===== src/source/dc2390_scope_settings.svh =====
`ifndef DC2390_SCOPE_SETTINGS_SVH
`define DC2390_SCOPE_SETTINGS_SVH

// **********************************************************************
// Datapath widths
`define DAC_W           16              // DAC word, two's complement inside
`define CAP_W           32              // Capture stream word
`define LUT_AW          8               // Table address, 256 entries
`define TICK_W          24              // Sample period counter
`define NSAMP_W         30              // Samples per capture

// **********************************************************************
// Buffer depth
`define FIFO_DEPTH      16              // Capture FIFO entries, power of two

// **********************************************************************
// Fixed levels and markers
`define DAC_POS_LEVEL   16'h4000        // Plus half scale
`define DAC_NEG_LEVEL   16'hC000        // Minus half scale
`define DAC_OFFSET_ZERO 16'h8000        // Mid-scale in offset binary
`define CAP_MARKER      32'hDEADBEEF    // Simple known capture word

// Pattern word holds two DAC-wide halves
`define PAT_HALF_W      (`CAP_W / 2)

`endif

===== src/source/trigger_ctrl.sv =====
`include "dc2390_scope_settings.svh"

module trigger_ctrl
(
    input  logic                    adc_clk,
    input  logic                    reset,
    input  logic                    force_trig,     // Asynchronous, from software
    input  logic                    trig_in,        // External, already synchronous
    input  logic                    arm,            // Level, enables a new capture
    input  logic [`NSAMP_W-1:0]     num_samples,    // Words per capture
    input  logic                    sample_taken,   // One pulse per word stored
    output logic                    trig_pulse,     // Rising edge of either trigger
    output logic                    capture_active  // Capture window
);

    logic                   ft_1;                   // Synchronizer stages
    logic                   ft_2;
    logic                   ft_3;
    logic                   trig_any;               // Merged trigger level
    logic                   trig_old;               // Last cycle's trigger level
    logic [`NSAMP_W-1:0]    taken_cnt;              // Words taken this capture
    logic [`NSAMP_W-1:0]    taken_next;

    // **********************************************************************
    // Three-stage synchronizer for the forced trigger
    always_ff @(posedge adc_clk or posedge reset)
    begin
        if (reset)
        begin
            ft_1     <= 1'b0;
            ft_2     <= 1'b0;
            ft_3     <= 1'b0;
            trig_old <= 1'b0;
        end
        else
        begin
            ft_1     <= force_trig;
            ft_2     <= ft_1;
            ft_3     <= ft_2;
            trig_old <= trig_any;                   // Edge detector history
        end
    end

    assign trig_any   = ft_3 | trig_in;
    assign trig_pulse = trig_any & ~trig_old;       // Single-cycle rising edge

    // **********************************************************************
    // Capture window
    // Closes on the same edge that stores the last word, so no extra
    // word can slip in
    assign taken_next = taken_cnt + 1'b1;

    always_ff @(posedge adc_clk or posedge reset)
    begin
        if (reset)
        begin
            capture_active <= 1'b0;
            taken_cnt      <= '0;
        end
        else if (!capture_active)
        begin
            if (trig_pulse && arm && (num_samples != '0))
            begin
                capture_active <= 1'b1;             // Open on armed edge
                taken_cnt      <= '0;
            end
        end
        else if (sample_taken)
        begin
            taken_cnt <= taken_next;
            if (taken_next >= num_samples)
                capture_active <= 1'b0;             // Last word stored
        end
    end

endmodule


===== config.mk =====
export PLATFORM = sky130hd
export DESIGN_NAME = trigger_ctrl
export DESIGN_NICKNAME = d
export VERILOG_FILES = /design/src/source/trigger_ctrl.sv
export VERILOG_INCLUDE_DIRS = /design/src /design/src/source
export SDC_FILE = /design/constraint.sdc
export NUM_CORES = 1
export LEC_CHECK = 0
export BUFFER_PORTS_ARGS = -buffer_cell sky130_fd_sc_hd__buf_2
export CORE_MARGIN = 2
export CORE_UTILIZATION = 55
export CTS_CLUSTER_DIAMETER = 60
export DETAILED_ROUTE_END_ITERATION = 10
export PLACE_DENSITY = 0.76
export SYNTH_ARGS = -nofsm -noshare
export SYNTH_HDL_FRONTEND = slang
export SYNTH_SLANG_ARGS = --single-unit

===== constraint.sdc =====
create_clock -name adc_clk -period 7.4 [get_ports adc_clk]
set_input_delay 1.11 -clock adc_clk [delete_from_list [all_inputs] [get_ports adc_clk]]
set_output_delay 1.11 -clock adc_clk [all_outputs]
set_load 0.02 [all_outputs]

# ---- Yosys cells after proc, flatten, opt, wreduce, memory -nomap -nowiden
# Cells that the tools add are included.
dict set report classes {
  addsub 1
  n_lt_le_gt_ge 1
  eq_ne 1
  muxes 7
  bitwise 3
  n_reduce_logical 5
}
# operator n
set op_table {}
lappend op_table {{30-bit two-way mux} 3}
lappend op_table {{30-bit by 1-bit adder with 30-bit output (second input constant)} 1}
lappend op_table {{30-bit >= comparator} 1}
lappend op_table {{30-bit nonzero test} 1}
lappend op_table {{1-bit two-way mux} 4}
lappend op_table {{1-bit logical AND} 2}
lappend op_table {{2-bit inequality test (second input constant)} 1}
lappend op_table {{2-bit AND reduction} 1}
lappend op_table {{2-bit nonzero test} 1}
lappend op_table {{1-bit AND} 1}
lappend op_table {{1-bit NOT} 1}
lappend op_table {{1-bit bitwise OR} 1}
dict set report totals {
  regBits 35
  in_bits 36
  out_inout_bits 2
  word_cells 24
}

# ---- Longest topological paths before layout
# Gate-level depths: netlist of the first run.
dict set report depth {
  depth_word 6
  ltp_mapped 12
  ltp_nobuf 11
}

# ---- Worst setup path after synthesis of the first run
# Ideal clock, no wire load.
dict set report synth_timing {
  path_type {flip-flop to flip-flop}
  from {register taken_cnt[6]}
  to {register capture_active}
  setup_ps 88
  arrival_time_ps 2738
  required_ps 7312
  slack_ps 4574
  stages_incl_launch_ff 12
  path_buffers 1
  synth_period_minus_slack_ps 2826
  path_cell_list {dfrtp_1 > buf_2 > nand4_4 > nor3_4 > nand4_1 > xnor2_1 > ha_1 > nand4_1 > a211oi_1 > or4_1 > o311a_1 > a41oi_1}
}
dict set report synth_between {
  elab_chain_len 5
}
# item line_no
set synth_rtl {}
lappend synth_rtl {{start, declared} trigger_ctrl.sv:21} ;# logic [`NSAMP_W-1:0] taken_cnt;
lappend synth_rtl {{start signal, assigned} trigger_ctrl.sv:70} ;# taken_cnt <= taken_next;
lappend synth_rtl {{30-bit by 1-bit adder with 30-bit output} trigger_ctrl.sv:51} ;# assign taken_next = taken_cnt + 1'b1;
lappend synth_rtl {{30-bit >= comparator} trigger_ctrl.sv:71} ;# if (taken_next >= num_samples)
lappend synth_rtl {{1-bit two-way mux} trigger_ctrl.sv:71}
lappend synth_rtl {{1-bit two-way mux} trigger_ctrl.sv:68} ;# else if (sample_taken)
lappend synth_rtl {{1-bit two-way mux} trigger_ctrl.sv:60} ;# else if (!capture_active)
lappend synth_rtl {{end signal, assigned} trigger_ctrl.sv:57} ;# capture_active <= 1'b0;
lappend synth_rtl {{end signal, assigned} trigger_ctrl.sv:64} ;# capture_active <= 1'b1;
lappend synth_rtl {{end signal, assigned} trigger_ctrl.sv:72} ;# capture_active <= 1'b0;
lappend synth_rtl {{end, declared} trigger_ctrl.sv:13} ;# output logic capture_active
# Every way passes these cells.
# A chain may end at the register's enable or synchronous reset.

# ---- Worst setup path in the final report of the first run
dict set report layout_timing {
  from {register taken_cnt[15]}
  to {register capture_active}
}
# The elaborated chain is that of the path after synthesis.

==> results of run 1 <==
-- placed cells by master, fill, tap and decap left out, types with 3 or more instances in the layout --
| cell | count |
|---|---|
| sky130_fd_sc_hd__a21oi_1 | 20 |
| sky130_fd_sc_hd__buf_2 | 37 |
| sky130_fd_sc_hd__nor3_1 | 15 |
| sky130_fd_sc_hd__ha_1 | 32 |
| sky130_fd_sc_hd__and3_1 | 11 |
| sky130_fd_sc_hd__inv_1 | 41 |
| sky130_fd_sc_hd__nand4_1 | 19 |
| sky130_fd_sc_hd__xor2_1 | 7 |
| sky130_fd_sc_hd__a31oi_1 | 6 |
| sky130_fd_sc_hd__nand2_1 | 18 |
| sky130_fd_sc_hd__a22o_1 | 6 |
| sky130_fd_sc_hd__o21a_1 | 3 |
| sky130_fd_sc_hd__nand2b_1 | 4 |
| sky130_fd_sc_hd__and2_1 | 3 |
| sky130_fd_sc_hd__a211o_1 | 10 |
| sky130_fd_sc_hd__o21ai_0 | 7 |
| sky130_fd_sc_hd__nor4_1 | 9 |
| sky130_fd_sc_hd__clkbuf_8 | 7 |
| sky130_fd_sc_hd__a21o_1 | 4 |
| sky130_fd_sc_hd__xnor2_1 | 21 |
| sky130_fd_sc_hd__nand3_1 | 16 |
| sky130_fd_sc_hd__mux2i_1 | 5 |
| sky130_fd_sc_hd__nor2_1 | 21 |
| sky130_fd_sc_hd__dfrtp_1 | 35 |
-- worst max-delay path: cells and delay by family, from the launching register on --
kind,cells,cell delay (ns)
adder cells (fa/ha/maj),1,0.28
AO/OA/AOI/OAI,3,0.55
flip-flops,1,0.46
AND/OR/NAND/NOR,5,1.61
XOR/XNOR,1,0.25
-- cells by family after synthesis --
group	count (synthesis)	share of synthesized area
mux	5	0.01659
flops	35	0.2903
xor+xnor	28	0.08130
buf+inv	56	0.07591
compound gates	64	0.1460
fa+ha+maj	32	0.1327
simple gates	133	0.2572
-- per-layer routing --
metal  up-vias  wire length (um)
li1       1332                 -
met1      1297              3330
met2        60              3489
met3         8               359
met4         0                62
met5         -                 0
-- stage by stage --
stage	setup WS (ns)	hold slack (ns)	area (um2)
CTS	4.166	0.3569	3322
detailed placement	4.097	0.3396	3222
global placement	4.147	0.3312	3222
floorplan	4.574	0.3312	3017
finish	4.157	0.3541	3322
global route	3.902	0.3693	3322
-- cell type report --
class	count	area share
repair buffers	38	0.05800
well taps	70	0.02637
inverters	41	0.04633
flip-flops and latches	35	0.2637
clock buffers	8	0.03013
multi-input cells	262	0.5755
-- sequential cells by signal, indices dropped and copies added (netlist names) --
signal and count:
trig_old 1, capture_active 1, ft_3 1, taken_cnt 30, ft_2 1, ft_1 1
-- power groups by stage --
stage          clock, mW  sequential [mW]  combinational, mW
2_1_floorplan          0            0.231              0.122
3_3_place_gp           0            0.244              0.146
3_5_place_dp           0            0.246              0.152
4_1_cts            0.162            0.242              0.153
5_1_grt            0.171            0.246              0.174
6_report           0.159            0.242              0.153
-- path summary, 6_finish.rpt --
check | start | to | slack (ns) | cells after the start
max in group asynchronous | reset | taken_cnt[3]$_DFFE_PP0P_ | 6.15 | 3
worst min-delay path | ft_2$_DFF_PP0_ | ft_3$_DFF_PP0_ | 0.35 | 0
worst max register to register | taken_cnt[15]$_DFFE_PP0P_ | capture_active$_DFF_PP0_ | 4.16 | 10
worst min register to register | ft_2$_DFF_PP0_ | ft_3$_DFF_PP0_ | 0.35 | 0
worst max-delay path | taken_cnt[15]$_DFFE_PP0P_ | capture_active$_DFF_PP0_ | 4.16 | 10
min in group asynchronous | reset | taken_cnt[8]$_DFFE_PP0P_ | 0.91 | 3
==> metrics.csv, run 1 <==
stage,metric,value,unit
global_route,pin_count_of_the_biggest_net_entering_global_routing,36,
synthesis,synthFlopType,sky130_fd_sc_hd__dfrtp_1,
synthesis,mappedNetlistNets,421,
synthesis,synth_top_cell_area_share,0.2903,
power_and_ir_drop,power_leakage,1.804,nW
global_route,grt.busiest_layer,met2,
run,maxCapViolCount,0,
sta,finalCriticalPeriod,3.243,ns
detailed_routing,routed_wirelength,7243,um
power_and_ir_drop,clock_power_share,0.287,
worst_setup_path,cp_cell_sequence,"and4_1, and3_1, nand4_1, xnor2_1, ha_1, nand4_1, a211oi_1, or4_1, o311a_1, a41oi_1",
sta,grt_setup_unrepaired,false,
die,ios,38,
worst_setup_path,cp-start-kind,flop,
worst_setup_path,setup.worst_path.end_class,flop,
worst_setup_path,worst_stage_delay_on_the_critical_path,0.46,ns
synthesis,ys_seq_area_frac,0.2903,
global_route,grtUsageMet3,0.04138,
power_and_ir_drop,vdd.ir_drop.worst,99.13,uV
clock_network,clk_root_buffer_cell,sky130_fd_sc_hd__clkbuf_8,
power_and_ir_drop,power-per-cell-area,167.0,nW/um2
power_and_ir_drop,power,554.8,uW
synthesis,yosysWarnings,0,
sta,final_total_negative_setup_slack,0,ns
worst_setup_path,critPathKind,reg -> reg,
sta,slew-limit-headroom,0.1532,
detailed_routing,drtAntennaViolNets,0,
final_layout,layout-drive-gt1-share,0.1458,
synthesis,synth_area,3017,um2
power_and_ir_drop,switchingPower,194.0,uW
worst_hold_path,min-delay-path-class,reg -> reg,
worst_setup_path,biggest_fanout_along_the_worst_timing_path,11,
detailed_routing,drtIter0Drc,185,
global_route,globalRouteOverflowTotal,0,
worst_setup_path,worstPathArrival,3.45,ns
synthesis,count_of_flip_flops_with_a_built_in_enable_after_synthesis,0,
die,fp.dieW,78.06,um
global_route,grt_util_met2,0.4190,
die,dieArea,6093,um2
synthesis,synthMostInstantiatedCell,sky130_fd_sc_hd__inv_1,
final_layout,layout.area.seq,875.8,um2
sta,clock_skew,0.003904,ns
sta,measured_slew_at_the_worst_slew_check_pin,1.270,ns
final_layout,fill_cells,461,
worst_setup_path,worst_ep_required_time,7.61,ns
synthesis,synth_async_sr_flop_share,1.000,
power_and_ir_drop,seq_power_share,0.437,
detailed_routing,route.detailed.vias_per_inst,5.941,
sta,top_achievable_clock_speed,308.4,MHz
final_layout,multi_input_comb_area,1912,um2
detailed_routing,via_count,2697,
power_and_ir_drop,internal-power,360.8,uW
clock_network,post_cts_hold_buffer_count,0,
outcome,status,finished clean,
clock_network,post-cts-setup-buffers,0,
global_route,vias_in_the_first_global_route,2549,
clock_network,clock_tree.buffer_depth,2,
clock_network,tritoncts,done,
clock_network,cts.sinks,35,
placed_design,dp_cells,446,
die,fp.coreArea,5205,um2
final_layout,finalCoreUtilization,0.6382,
global_route,grt_antenna_before_repair,0,
power_and_ir_drop,comb_power_share,0.277,
synthesis,synth.distinct_cells,43,
clock_network,cts_repair_resize_count,0,
sta,final_setup_vio_count,0,
synthesis,synthTopCellsByCount,"sky130_fd_sc_hd__inv_1 (41), sky130_fd_sc_hd__dfrtp_1 (35), sky130_fd_sc_hd__ha_1 (32), sky130_fd_sc_hd__nor2_1 (21), sky130_fd_sc_hd__xnor2_1 (21)",
worst_setup_path,crit_path_top_delay_cell,sky130_fd_sc_hd__dfrtp_1,
final_layout,num-nets-final,451,
placed_design,detailedPlacementHpwl,5423,um
detailed_routing,detail_route.wl_per_cell,15.95,um
final_layout,num_antenna_cells,0,
detailed_routing,drcViolationCount,0,
die,die-height,78.06,um
placed_design,placement.io_buffers,37,
sta,period_share,0.4382,
detailed_routing,detail_route.first_pass.iterations,4,
placed_design,gp_congestion,0.8678,
synthesis,post_synthesis_cell_type_with_the_largest_combined_area,sky130_fd_sc_hd__dfrtp_1,
synthesis,synthCells,353,
clock_network,cts-buffers-inserted,5,
power_and_ir_drop,sw_frac_of_total,0.3497,
final_layout,fin_cells,454,
die,placement_rows,26,
final_layout,flow.area_growth_from_synthesis,10.12,%
global_route,grt_pass1_wl,12170,um
die,effective_utilization_at_floorplan,0.5796,
global_route,gr_util_met1,0.3456,
clock_network,clk_pin_slew,0.08,ns
sta,timing.final.max_slew_violations,0,
clock_network,htree_num_levels,2,
synthesis,synth_seq_cells,35,
synthesis,ys_top_cells_by_area,"sky130_fd_sc_hd__dfrtp_1 (29%), sky130_fd_sc_hd__ha_1 (13%), sky130_fd_sc_hd__xnor2_1 (6.1%), sky130_fd_sc_hd__inv_1 (5.1%), sky130_fd_sc_hd__nand4_1 (3.9%)",
synthesis,synthesis.area_per_instance,8.546,um2
clock_network,source_to_sink_clock_delay_at_the_later_pin_of_the_worst_skew_pair,0.29,ns
sta,finalHoldViolCount,0,
worst_setup_path,most_common_cell_on_crit_path,sky130_fd_sc_hd__nand4_1,
global_route,grtUsageTotal,0.2515,
Power figures use the tool's default switching activity.
==> run 2: changes to the inputs <==
--- a/config.mk
+++ b/config.mk
@@ -6,12 +6,13 @@
 export SDC_FILE = /design/constraint.sdc
 export NUM_CORES = 1
 export LEC_CHECK = 0
+export ABC_AREA = 1
 export BUFFER_PORTS_ARGS = -buffer_cell sky130_fd_sc_hd__buf_2
 export CORE_MARGIN = 2
-export CORE_UTILIZATION = 55
+export CORE_UTILIZATION = 54
 export CTS_CLUSTER_DIAMETER = 60
 export DETAILED_ROUTE_END_ITERATION = 10
-export PLACE_DENSITY = 0.76
+export PLACE_DENSITY = 0.78
 export SYNTH_ARGS = -nofsm -noshare
 export SYNTH_HDL_FRONTEND = slang
 export SYNTH_SLANG_ARGS = --single-unit
==> constraint.sdc (replaced) <==
create_clock -name adc_clk -period 2.98 [get_ports adc_clk]
set_input_delay 0.447 -clock adc_clk [delete_from_list [all_inputs] [get_ports adc_clk]]
set_output_delay 0.447 -clock adc_clk [all_outputs]
set_load 0.02 [all_outputs]
==> metrics.csv, run 2 <==
stage,metric,value,unit,change
outcome,status,finished clean,,
clock_network,clk_pin_slew,0.08,ns,about the same
sta,timing.final.ws_setup,0.2691,ns,-3.888 ns
clock_network,clk_root_buffer_cell,sky130_fd_sc_hd__clkbuf_8,,
clock_network,post_cts_hold_buffer_count,0,,unchanged
power_and_ir_drop,power_leakage,2.117,nW,+17%
sta,slew-limit-headroom,0.3594,,+0.2062
synthesis,ys_top_cells_by_area,"sky130_fd_sc_hd__dfrtp_1 (27%), sky130_fd_sc_hd__nand2_1 (17%), sky130_fd_sc_hd__ha_1 (12%), sky130_fd_sc_hd__nand3_1 (8.5%), sky130_fd_sc_hd__inv_1 (8.3%)",,
global_route,vias_in_the_first_global_route,3038,,+19%
synthesis,yosysWarnings,0,,unchanged
sta,clock_skew,0.006796,ns,+0.002892 ns
synthesis,post_synthesis_cell_type_with_the_largest_combined_area,sky130_fd_sc_hd__dfrtp_1,,
worst_hold_path,min-delay-path-class,in -> async,,
sta,top_achievable_clock_speed,368.9,MHz,+20%
final_layout,max_ffs_per_register,30,,unchanged
final_layout,largest-register,taken_cnt,,
global_route,grtUsageTotal,0.2789,,+0.02737
die,ios,38,,unchanged
synthesis,synth.distinct_cells,35,,-19%
global_route,grt_antenna_before_repair,0,,unchanged
worst_setup_path,worstReg2RegEnd,capture_active$_DFF_PP0_,,
final_layout,layout-drive-gt1-share,0.1598,,+0.01401
detailed_routing,drtAntennaViolNets,0,,unchanged
sta,final_setup_vio_count,0,,unchanged
synthesis,mappedNetlistNets,542,,+29%
placed_design,detailedPlacementHpwl,6615,um,+22%
worst_setup_path,r2r_slack,0.27,ns,-3.89 ns
power_and_ir_drop,power-per-cell-area,364.6,nW/um2,+120%
synthesis,synthTopCellsByCount,"sky130_fd_sc_hd__nand2_1 (149), sky130_fd_sc_hd__inv_1 (72), sky130_fd_sc_hd__nand3_1 (55), sky130_fd_sc_hd__dfrtp_1 (35), sky130_fd_sc_hd__ha_1 (32)",,
die,fp.coreArea,5851,um2,+12%
detailed_routing,routed_wirelength,8345,um,+15%
worst_setup_path,endpoint,capture_active$_DFF_PP0_,,
placed_design,gp_congestion,0.9967,,+15%
placed_design,placement.io_buffers,37,,unchanged
clock_network,htree_num_levels,2,,unchanged
power_and_ir_drop,clock_power_share,0.344,,+0.057
global_route,pin_count_of_the_biggest_net_entering_global_routing,36,,unchanged
final_layout,num-nets-final,580,,+29%
worst_setup_path,biggest_fanout_along_the_worst_timing_path,4,,-7
sta,final_total_negative_setup_slack,0,ns,unchanged
final_layout,finalCoreUtilization,0.6181,,-0.02017
worst_setup_path,worstPathArrival,2.89,ns,-0.56 ns
clock_network,cts.sinks,35,,unchanged
synthesis,ys_seq_area_frac,0.2706,,-0.01975
die,dieArea,6629,um2,+8.8%
run,maxCapViolCount,0,,unchanged
global_route,grt_pass1_wl,13940,um,+15%
synthesis,synth_seq_cells,35,,unchanged
power_and_ir_drop,seq_power_share,0.425,,-0.012
worst_setup_path,setup.worst_path.end_class,flop,,
detailed_routing,route.detailed.vias_per_inst,5.296,,-11%
worst_setup_path,worstSetupStartpoint,taken_cnt[1]$_DFFE_PP0P_,,
clock_network,cts_repair_resize_count,0,,unchanged
worst_setup_path,critPathKind,reg -> reg,,
die,die-height,81.42,um,+4.3%
sta,finalCriticalPeriod,2.711,ns,-0.5319 ns
synthesis,synth_top_cell_area_share,0.2706,,-0.01975
die,placement_rows,28,,+7.7%
detailed_routing,via_count,3114,,+15%
worst_setup_path,timing.rr.start,taken_cnt[1]$_DFFE_PP0P_,,
clock_network,source_to_sink_clock_delay_at_the_later_pin_of_the_worst_skew_pair,0.30,ns,about the same
placed_design,placement_setup_slack,0.2050,ns,-3.892 ns
detailed_routing,detail_route.first_pass.iterations,5,,+1
synthesis,synth_area,3237,um2,+7.3%
sta,finalHoldViolCount,0,,unchanged
sta,period_share,0.9097,,+0.4715
synthesis,synth_async_sr_flop_share,1.000,,unchanged
power_and_ir_drop,switchingPower,436.1,uW,+120%
worst_setup_path,worst-r2r-cell-count,17,,+7
power_and_ir_drop,comb_power_share,0.232,,-0.045
detailed_routing,detail_route.wl_per_cell,14.19,um,-11%
final_layout,post-route-cell-area,3616,um2,+8.9%
die,fp.dieW,81.42,um,+4.3%
power_and_ir_drop,internal-power,882.3,uW,+140%
worst_setup_path,worst_ep_required_time,3.16,ns,-4.45 ns
detailed_routing,drcViolationCount,0,,unchanged
sta,measured_slew_at_the_worst_slew_check_pin,0.9598,ns,-0.3104 ns
synthesis,synthesis.area_per_instance,6.829,um2,-20%
synthesis,count_of_flip_flops_with_a_built_in_enable_after_synthesis,0,,unchanged
detailed_routing,drtIter0Drc,155,,-16%
clock_network,post-cts-setup-buffers,0,,unchanged
final_layout,mostFrequentLayoutCell,sky130_fd_sc_hd__nand2_1,,
power_and_ir_drop,vdd.ir_drop.worst,340.3,uV,+240%
clock_network,tritoncts,done,,
die,effective_utilization_at_floorplan,0.5533,,-0.02632
final_layout,num_antenna_cells,0,,unchanged
synthesis,synthFlopType,sky130_fd_sc_hd__dfrtp_1,,
worst_setup_path,cp-start-kind,flop,,
final_layout,final_cell_mix,"sky130_fd_sc_hd__nand2_1 (149), sky130_fd_sc_hd__inv_1 (72), sky130_fd_sc_hd__nand3_1 (55), sky130_fd_sc_hd__buf_2 (37), sky130_fd_sc_hd__dfrtp_1 (34)",,
final_layout,flow.area_growth_from_synthesis,11.71,%,
power_and_ir_drop,sw_frac_of_total,0.3308,,-0.01889
synthesis,synthCells,474,,+34%
sta,finalHoldWorstSlack,0.2319,ns,-0.1222 ns
synthesis,synthMostInstantiatedCell,sky130_fd_sc_hd__nand2_1,,
clock_network,clock_tree.buffer_depth,2,,unchanged
sta,timing.final.max_slew_violations,0,,unchanged
clock_network,cts-buffers-inserted,5,,unchanged
global_route,globalRouteOverflowTotal,0,,unchanged
placed_design,post_dp_area,3496,um2,+8.5%
==> run 2: cell count changes after synthesis, moves of 8 or more <==
cell                      previous run  this run
sky130_fd_sc_hd__a211o_1            10         0
sky130_fd_sc_hd__and3_1             11         0
sky130_fd_sc_hd__xnor2_1            21         5
sky130_fd_sc_hd__inv_1              41        72
sky130_fd_sc_hd__nor4_1              9         0
sky130_fd_sc_hd__inv_2               0         8
sky130_fd_sc_hd__nand2_1            18       149
sky130_fd_sc_hd__nand3_1            16        55
sky130_fd_sc_hd__a21oi_1            20        11
==> run 2: final cells by class <==
| type | count | area (um2) |
|---|---|---|
| multi-input combinational | 350 | 2021 |
| tap | 75 | 93.84 |
| clock buffer | 5 | 68.82 |
| sequential | 35 | 877.1 |
| clock inverter | 3 | 47.55 |
| fill | 557 | 2235 |
| inverter | 80 | 300.3 |
| timing repair buffer | 40 | 207.7 |
==> run 2: cells by family (layout without fill, tap and decap cells) <==
logic type               after synthesis  in the layout  synth area share
AO/OA/AOI/OAI                         16             16           0.02706
adder cells (fa/ha/maj)               32             32            0.1237
XOR/XNOR                              19             19           0.05837
buffers and inverters                 89            128            0.1059
flip-flops                            35             35            0.2706
AND/OR/NAND/NOR                      283            283            0.4144
==> run 2: metrics by stage <==
step | total power [mW] | instances
4_1_cts | 1.325 | 588
3_3_place_gp | 0.8576 | 580
2_1_floorplan | 0.7720 | 474
6_report | 1.318 | 588
5_1_grt | 1.401 | 588
3_5_place_dp | 0.8714 | 580
==> run 2: worst min path at each step <==
stage | start | to | slack (ns)
after floorplan | ft_1$_DFF_PP0_ | ft_2$_DFF_PP0_ | 0.33
after global placement | ft_2$_DFF_PP0_ | ft_3$_DFF_PP0_ | 0.33
after detailed placement | ft_2$_DFF_PP0_ | ft_3$_DFF_PP0_ | 0.34
after CTS | force_trig | ft_1$_DFF_PP0_ | 0.23
after global routing | force_trig | ft_1$_DFF_PP0_ | 0.23
final | reset | taken_cnt[7]$_DFFE_PP0P_ | 0.23
==> run 2: power by group through the flow <==
stage                     clock, mW  combinational, mW  sequential (mW)
after floorplan                   0              0.213            0.559
after global placement            0              0.293            0.565
after detailed placement          0              0.303            0.568
after CTS                     0.460              0.306            0.559
after global routing          0.481              0.356            0.564
final                         0.453              0.306            0.560
==> run 2: worst max-delay path, stage by stage (launching register included) <==
cell and delay, ns:
sky130_fd_sc_hd__dfrtp_1 0.42, sky130_fd_sc_hd__ha_2 0.25, sky130_fd_sc_hd__nand3_2 0.13, sky130_fd_sc_hd__nor3_4 0.25, sky130_fd_sc_hd__nand2_2 0.13, sky130_fd_sc_hd__nor2_4 0.14, sky130_fd_sc_hd__nand2_2 0.06, sky130_fd_sc_hd__xor2_1 0.16
sky130_fd_sc_hd__ha_1 0.28, sky130_fd_sc_hd__nand2_1 0.06, sky130_fd_sc_hd__nor2_1 0.15, sky130_fd_sc_hd__inv_1 0.07, sky130_fd_sc_hd__nor3_1 0.19, sky130_fd_sc_hd__nand2_1 0.07, sky130_fd_sc_hd__nand2_1 0.07, sky130_fd_sc_hd__nand2_1 0.05
sky130_fd_sc_hd__nand2_1 0.05, sky130_fd_sc_hd__nand2_1 0.05
==> run 2: layer usage <==
layer,vias to the layer above,GRT usage,part of all wire
li1,1574,-,-
met1,1452,0.3414,0.44
met2,79,0.4959,0.50
met3,9,0.05714,0.048
met4,0,0.07627,0.014
met5,-,0,0
==> run 3: changes to the inputs <==
--- a/config.mk
+++ b/config.mk
@@ -10,7 +10,6 @@
 export BUFFER_PORTS_ARGS = -buffer_cell sky130_fd_sc_hd__buf_2
 export CORE_MARGIN = 2
 export CORE_UTILIZATION = 54
-export CTS_CLUSTER_DIAMETER = 60
 export DETAILED_ROUTE_END_ITERATION = 10
 export PLACE_DENSITY = 0.78
 export SYNTH_ARGS = -nofsm -noshare
==> constraint.sdc (replaced) <==
create_clock -name adc_clk -period 2.98 [get_ports adc_clk]
set_input_delay 0.596 -clock adc_clk [delete_from_list [all_inputs] [get_ports adc_clk]]
set_output_delay 0.596 -clock adc_clk [all_outputs]
set_load 0.01 [all_outputs]
==> metrics.csv, run 3 (synthesized netlist as in run 2, its figures left out) <==
stage,metric,value,unit,change
final_layout,num_antenna_cells,0,,unchanged
worst_hold_path,min-delay-path-class,reg -> reg,,
global_route,globalRouteOverflowTotal,0,,unchanged
clock_network,post-cts-setup-buffers,0,,unchanged
clock_network,source_to_sink_clock_delay_at_the_later_pin_of_the_worst_skew_pair,0.30,ns,about the same
die,effective_utilization_at_floorplan,0.5533,,unchanged
detailed_routing,detail_route.first_pass.iterations,5,,unchanged
sta,timing.final.max_slew_violations,0,,unchanged
power_and_ir_drop,vdd.ir_drop.worst,464.8,uV,+37%
clock_network,cts.sinks,35,,unchanged
sta,finalHoldWorstSlack,0.3504,ns,+0.1185 ns
clock_network,tritoncts,done,,
global_route,grt_pass1_wl,13290,um,-4.7%
worst_setup_path,cp-start-kind,flop,,
die,ios,38,,unchanged
die,fp.dieW,81.42,um,unchanged
sta,slew-limit-headroom,0.3354,,-0.02407
worst_setup_path,endpoint,capture_active$_DFF_PP0_,,
final_layout,layout-drive-gt1-share,0.1598,,unchanged
final_layout,num-nets-final,580,,unchanged
worst_setup_path,timing.rr.start,taken_cnt[1]$_DFFE_PP0P_,,
sta,period_share,0.9114,,+0.001739
die,fp.coreArea,5851,um2,unchanged
die,dieArea,6629,um2,unchanged
final_layout,flow.area_growth_from_synthesis,11.60,%,
final_layout,finalCoreUtilization,0.6174,,-0.0006420
global_route,grt_antenna_before_repair,0,,unchanged
outcome,status,finished clean,,
worst_setup_path,setup.worst_path.end_class,flop,,
detailed_routing,drtIter0Drc,237,,+53%
detailed_routing,detail_route.wl_per_cell,13.93,um,-1.8%
worst_setup_path,critPathKind,reg -> reg,,
worst_setup_path,worst_ep_required_time,3.17,ns,about the same
worst_setup_path,worstReg2RegEnd,capture_active$_DFF_PP0_,,
worst_setup_path,biggest_fanout_along_the_worst_timing_path,4,,unchanged
detailed_routing,via_count,3098,,-0.51%
worst_setup_path,r2r_slack,0.26,ns,about the same
sta,clock_skew,0.006704,ns,-0.00009201 ns
run,maxCapViolCount,0,,unchanged
final_layout,mostFrequentLayoutCell,sky130_fd_sc_hd__nand2_1,,
detailed_routing,route.detailed.vias_per_inst,5.269,,-0.51%
final_layout,final_cell_mix,"sky130_fd_sc_hd__nand2_1 (149), sky130_fd_sc_hd__inv_1 (72), sky130_fd_sc_hd__nand3_1 (55), sky130_fd_sc_hd__buf_2 (37), sky130_fd_sc_hd__dfrtp_1 (34)",,
detailed_routing,routed_wirelength,8193,um,-1.8%
final_layout,post-route-cell-area,3612,um2,-0.10%
placed_design,gp_congestion,0.9245,,-7.2%
power_and_ir_drop,power_leakage,2.117,nW,about the same
worst_setup_path,worstSetupStartpoint,taken_cnt[1]$_DFFE_PP0P_,,
sta,final_setup_vio_count,0,,unchanged
placed_design,placement_setup_slack,0.2482,ns,+0.04323 ns
sta,grt_setup_unrepaired,false,,
detailed_routing,drcViolationCount,0,,unchanged
clock_network,htree_num_levels,2,,unchanged
detailed_routing,drtAntennaViolNets,0,,unchanged
sta,timing.final.ws_setup,0.2639,ns,-0.005183 ns
global_route,vias_in_the_first_global_route,2872,,-5.5%
clock_network,clock_tree.buffer_depth,2,,unchanged
die,die-height,81.42,um,unchanged
sta,measured_slew_at_the_worst_slew_check_pin,0.9959,ns,+0.03606 ns
global_route,pin_count_of_the_biggest_net_entering_global_routing,36,,unchanged
final_layout,max_ffs_per_register,30,,unchanged
die,placement_rows,28,,unchanged
sta,top_achievable_clock_speed,368.2,MHz,-0.19%
clock_network,clk_root_buffer_cell,sky130_fd_sc_hd__clkbuf_8,,
sta,final_total_negative_setup_slack,0,ns,unchanged
global_route,grtUsageTotal,0.2658,,-0.01313
power_and_ir_drop,power-per-cell-area,361.3,nW/um2,-0.90%
sta,finalHoldViolCount,0,,unchanged
clock_network,cts-buffers-inserted,5,,unchanged
final_layout,largest-register,taken_cnt,,
worst_setup_path,worstPathArrival,2.90,ns,about the same
worst_setup_path,worst-r2r-cell-count,19,,+2
placed_design,placement.io_buffers,37,,unchanged
sta,finalCriticalPeriod,2.716,ns,+0.005183 ns
placed_design,detailedPlacementHpwl,6340,um,-4.2%
placed_design,post_dp_area,3496,um2,unchanged
clock_network,clk_pin_slew,0.08,ns,about the same
run 3: how the worst min path moves through the flow:
stage                     endpoint           start  depth (start not counted)  slack (ns)
finish              ft_3$_DFF_PP0_  ft_2$_DFF_PP0_                          0        0.35
global route        ft_2$_DFF_PP0_  ft_1$_DFF_PP0_                          0        0.37
CTS                 ft_3$_DFF_PP0_  ft_2$_DFF_PP0_                          0        0.35
detailed placement  ft_3$_DFF_PP0_  ft_2$_DFF_PP0_                          0        0.33
floorplan           ft_2$_DFF_PP0_  ft_1$_DFF_PP0_                          0        0.33
global placement    ft_3$_DFF_PP0_  ft_2$_DFF_PP0_                          0        0.33
run 3: per-layer routing:
metal	up-vias	GRT usage	share of wire
met5	-	0	0
li1	1571	-	-
met3	16	0.02967	0.049
met4	0	0.09492	0.025
met1	1414	0.3463	0.44
met2	97	0.4557	0.48
run 3: cell type report:
| cell class | count | area, um2 |
|---|---|---|
| clock buffers | 5 | 68.82 |
| inverters | 80 | 300.3 |
| fillers | 532 | 2238 |
| flip-flops and latches | 35 | 877.1 |
| well taps | 75 | 93.84 |
| multi-input cells | 350 | 2021 |
| clock inverters | 3 | 43.79 |
| repair buffers | 40 | 207.7 |
run 3: per-stage QoR:
step / std cells / power, mW
global route: 588 / 1.388
finish: 588 / 1.305
detailed placement: 580 / 0.8672
floorplan: 474 / 0.7701
global placement: 580 / 0.8552
CTS: 588 / 1.308
run 3: worst max-delay path, stage by stage, from the launching register on:
cell and delay (ns):
sky130_fd_sc_hd__dfrtp_1 0.42, sky130_fd_sc_hd__ha_2 0.25, sky130_fd_sc_hd__nand3_2 0.13, sky130_fd_sc_hd__nor3_4 0.25, sky130_fd_sc_hd__nand2_2 0.12, sky130_fd_sc_hd__nor2_4 0.14
sky130_fd_sc_hd__nand2_2 0.06, sky130_fd_sc_hd__xor2_1 0.16, sky130_fd_sc_hd__ha_1 0.29, sky130_fd_sc_hd__nand2_1 0.07, sky130_fd_sc_hd__nor2_1 0.16, sky130_fd_sc_hd__inv_1 0.08
sky130_fd_sc_hd__nor2_1 0.11, sky130_fd_sc_hd__nand2_1 0.06, sky130_fd_sc_hd__nand2_1 0.07, sky130_fd_sc_hd__nor2_1 0.04, sky130_fd_sc_hd__nand2_1 0.05, sky130_fd_sc_hd__nand2_1 0.04
sky130_fd_sc_hd__nand2_1 0.05, sky130_fd_sc_hd__nand2_1 0.04
run 3: what timing repair did:
action / CTS / global route
resized for setup: 0 / 2
endpoints found under the setup margin: 0 / 1
endpoints found under the hold margin: 0 / 0
hold buffers: 0 / 0
run 3: report_power, final:
| group | leakage [nW] | switching, mW | total [mW] | internal [mW] |
|---|---|---|---|---|
| sequential | 0.468 | 0.0496 | 0.558 | 0.509 |
| combinational | 1.59 | 0.186 | 0.306 | 0.120 |
| clock | 0.0581 | 0.192 | 0.441 | 0.249 |
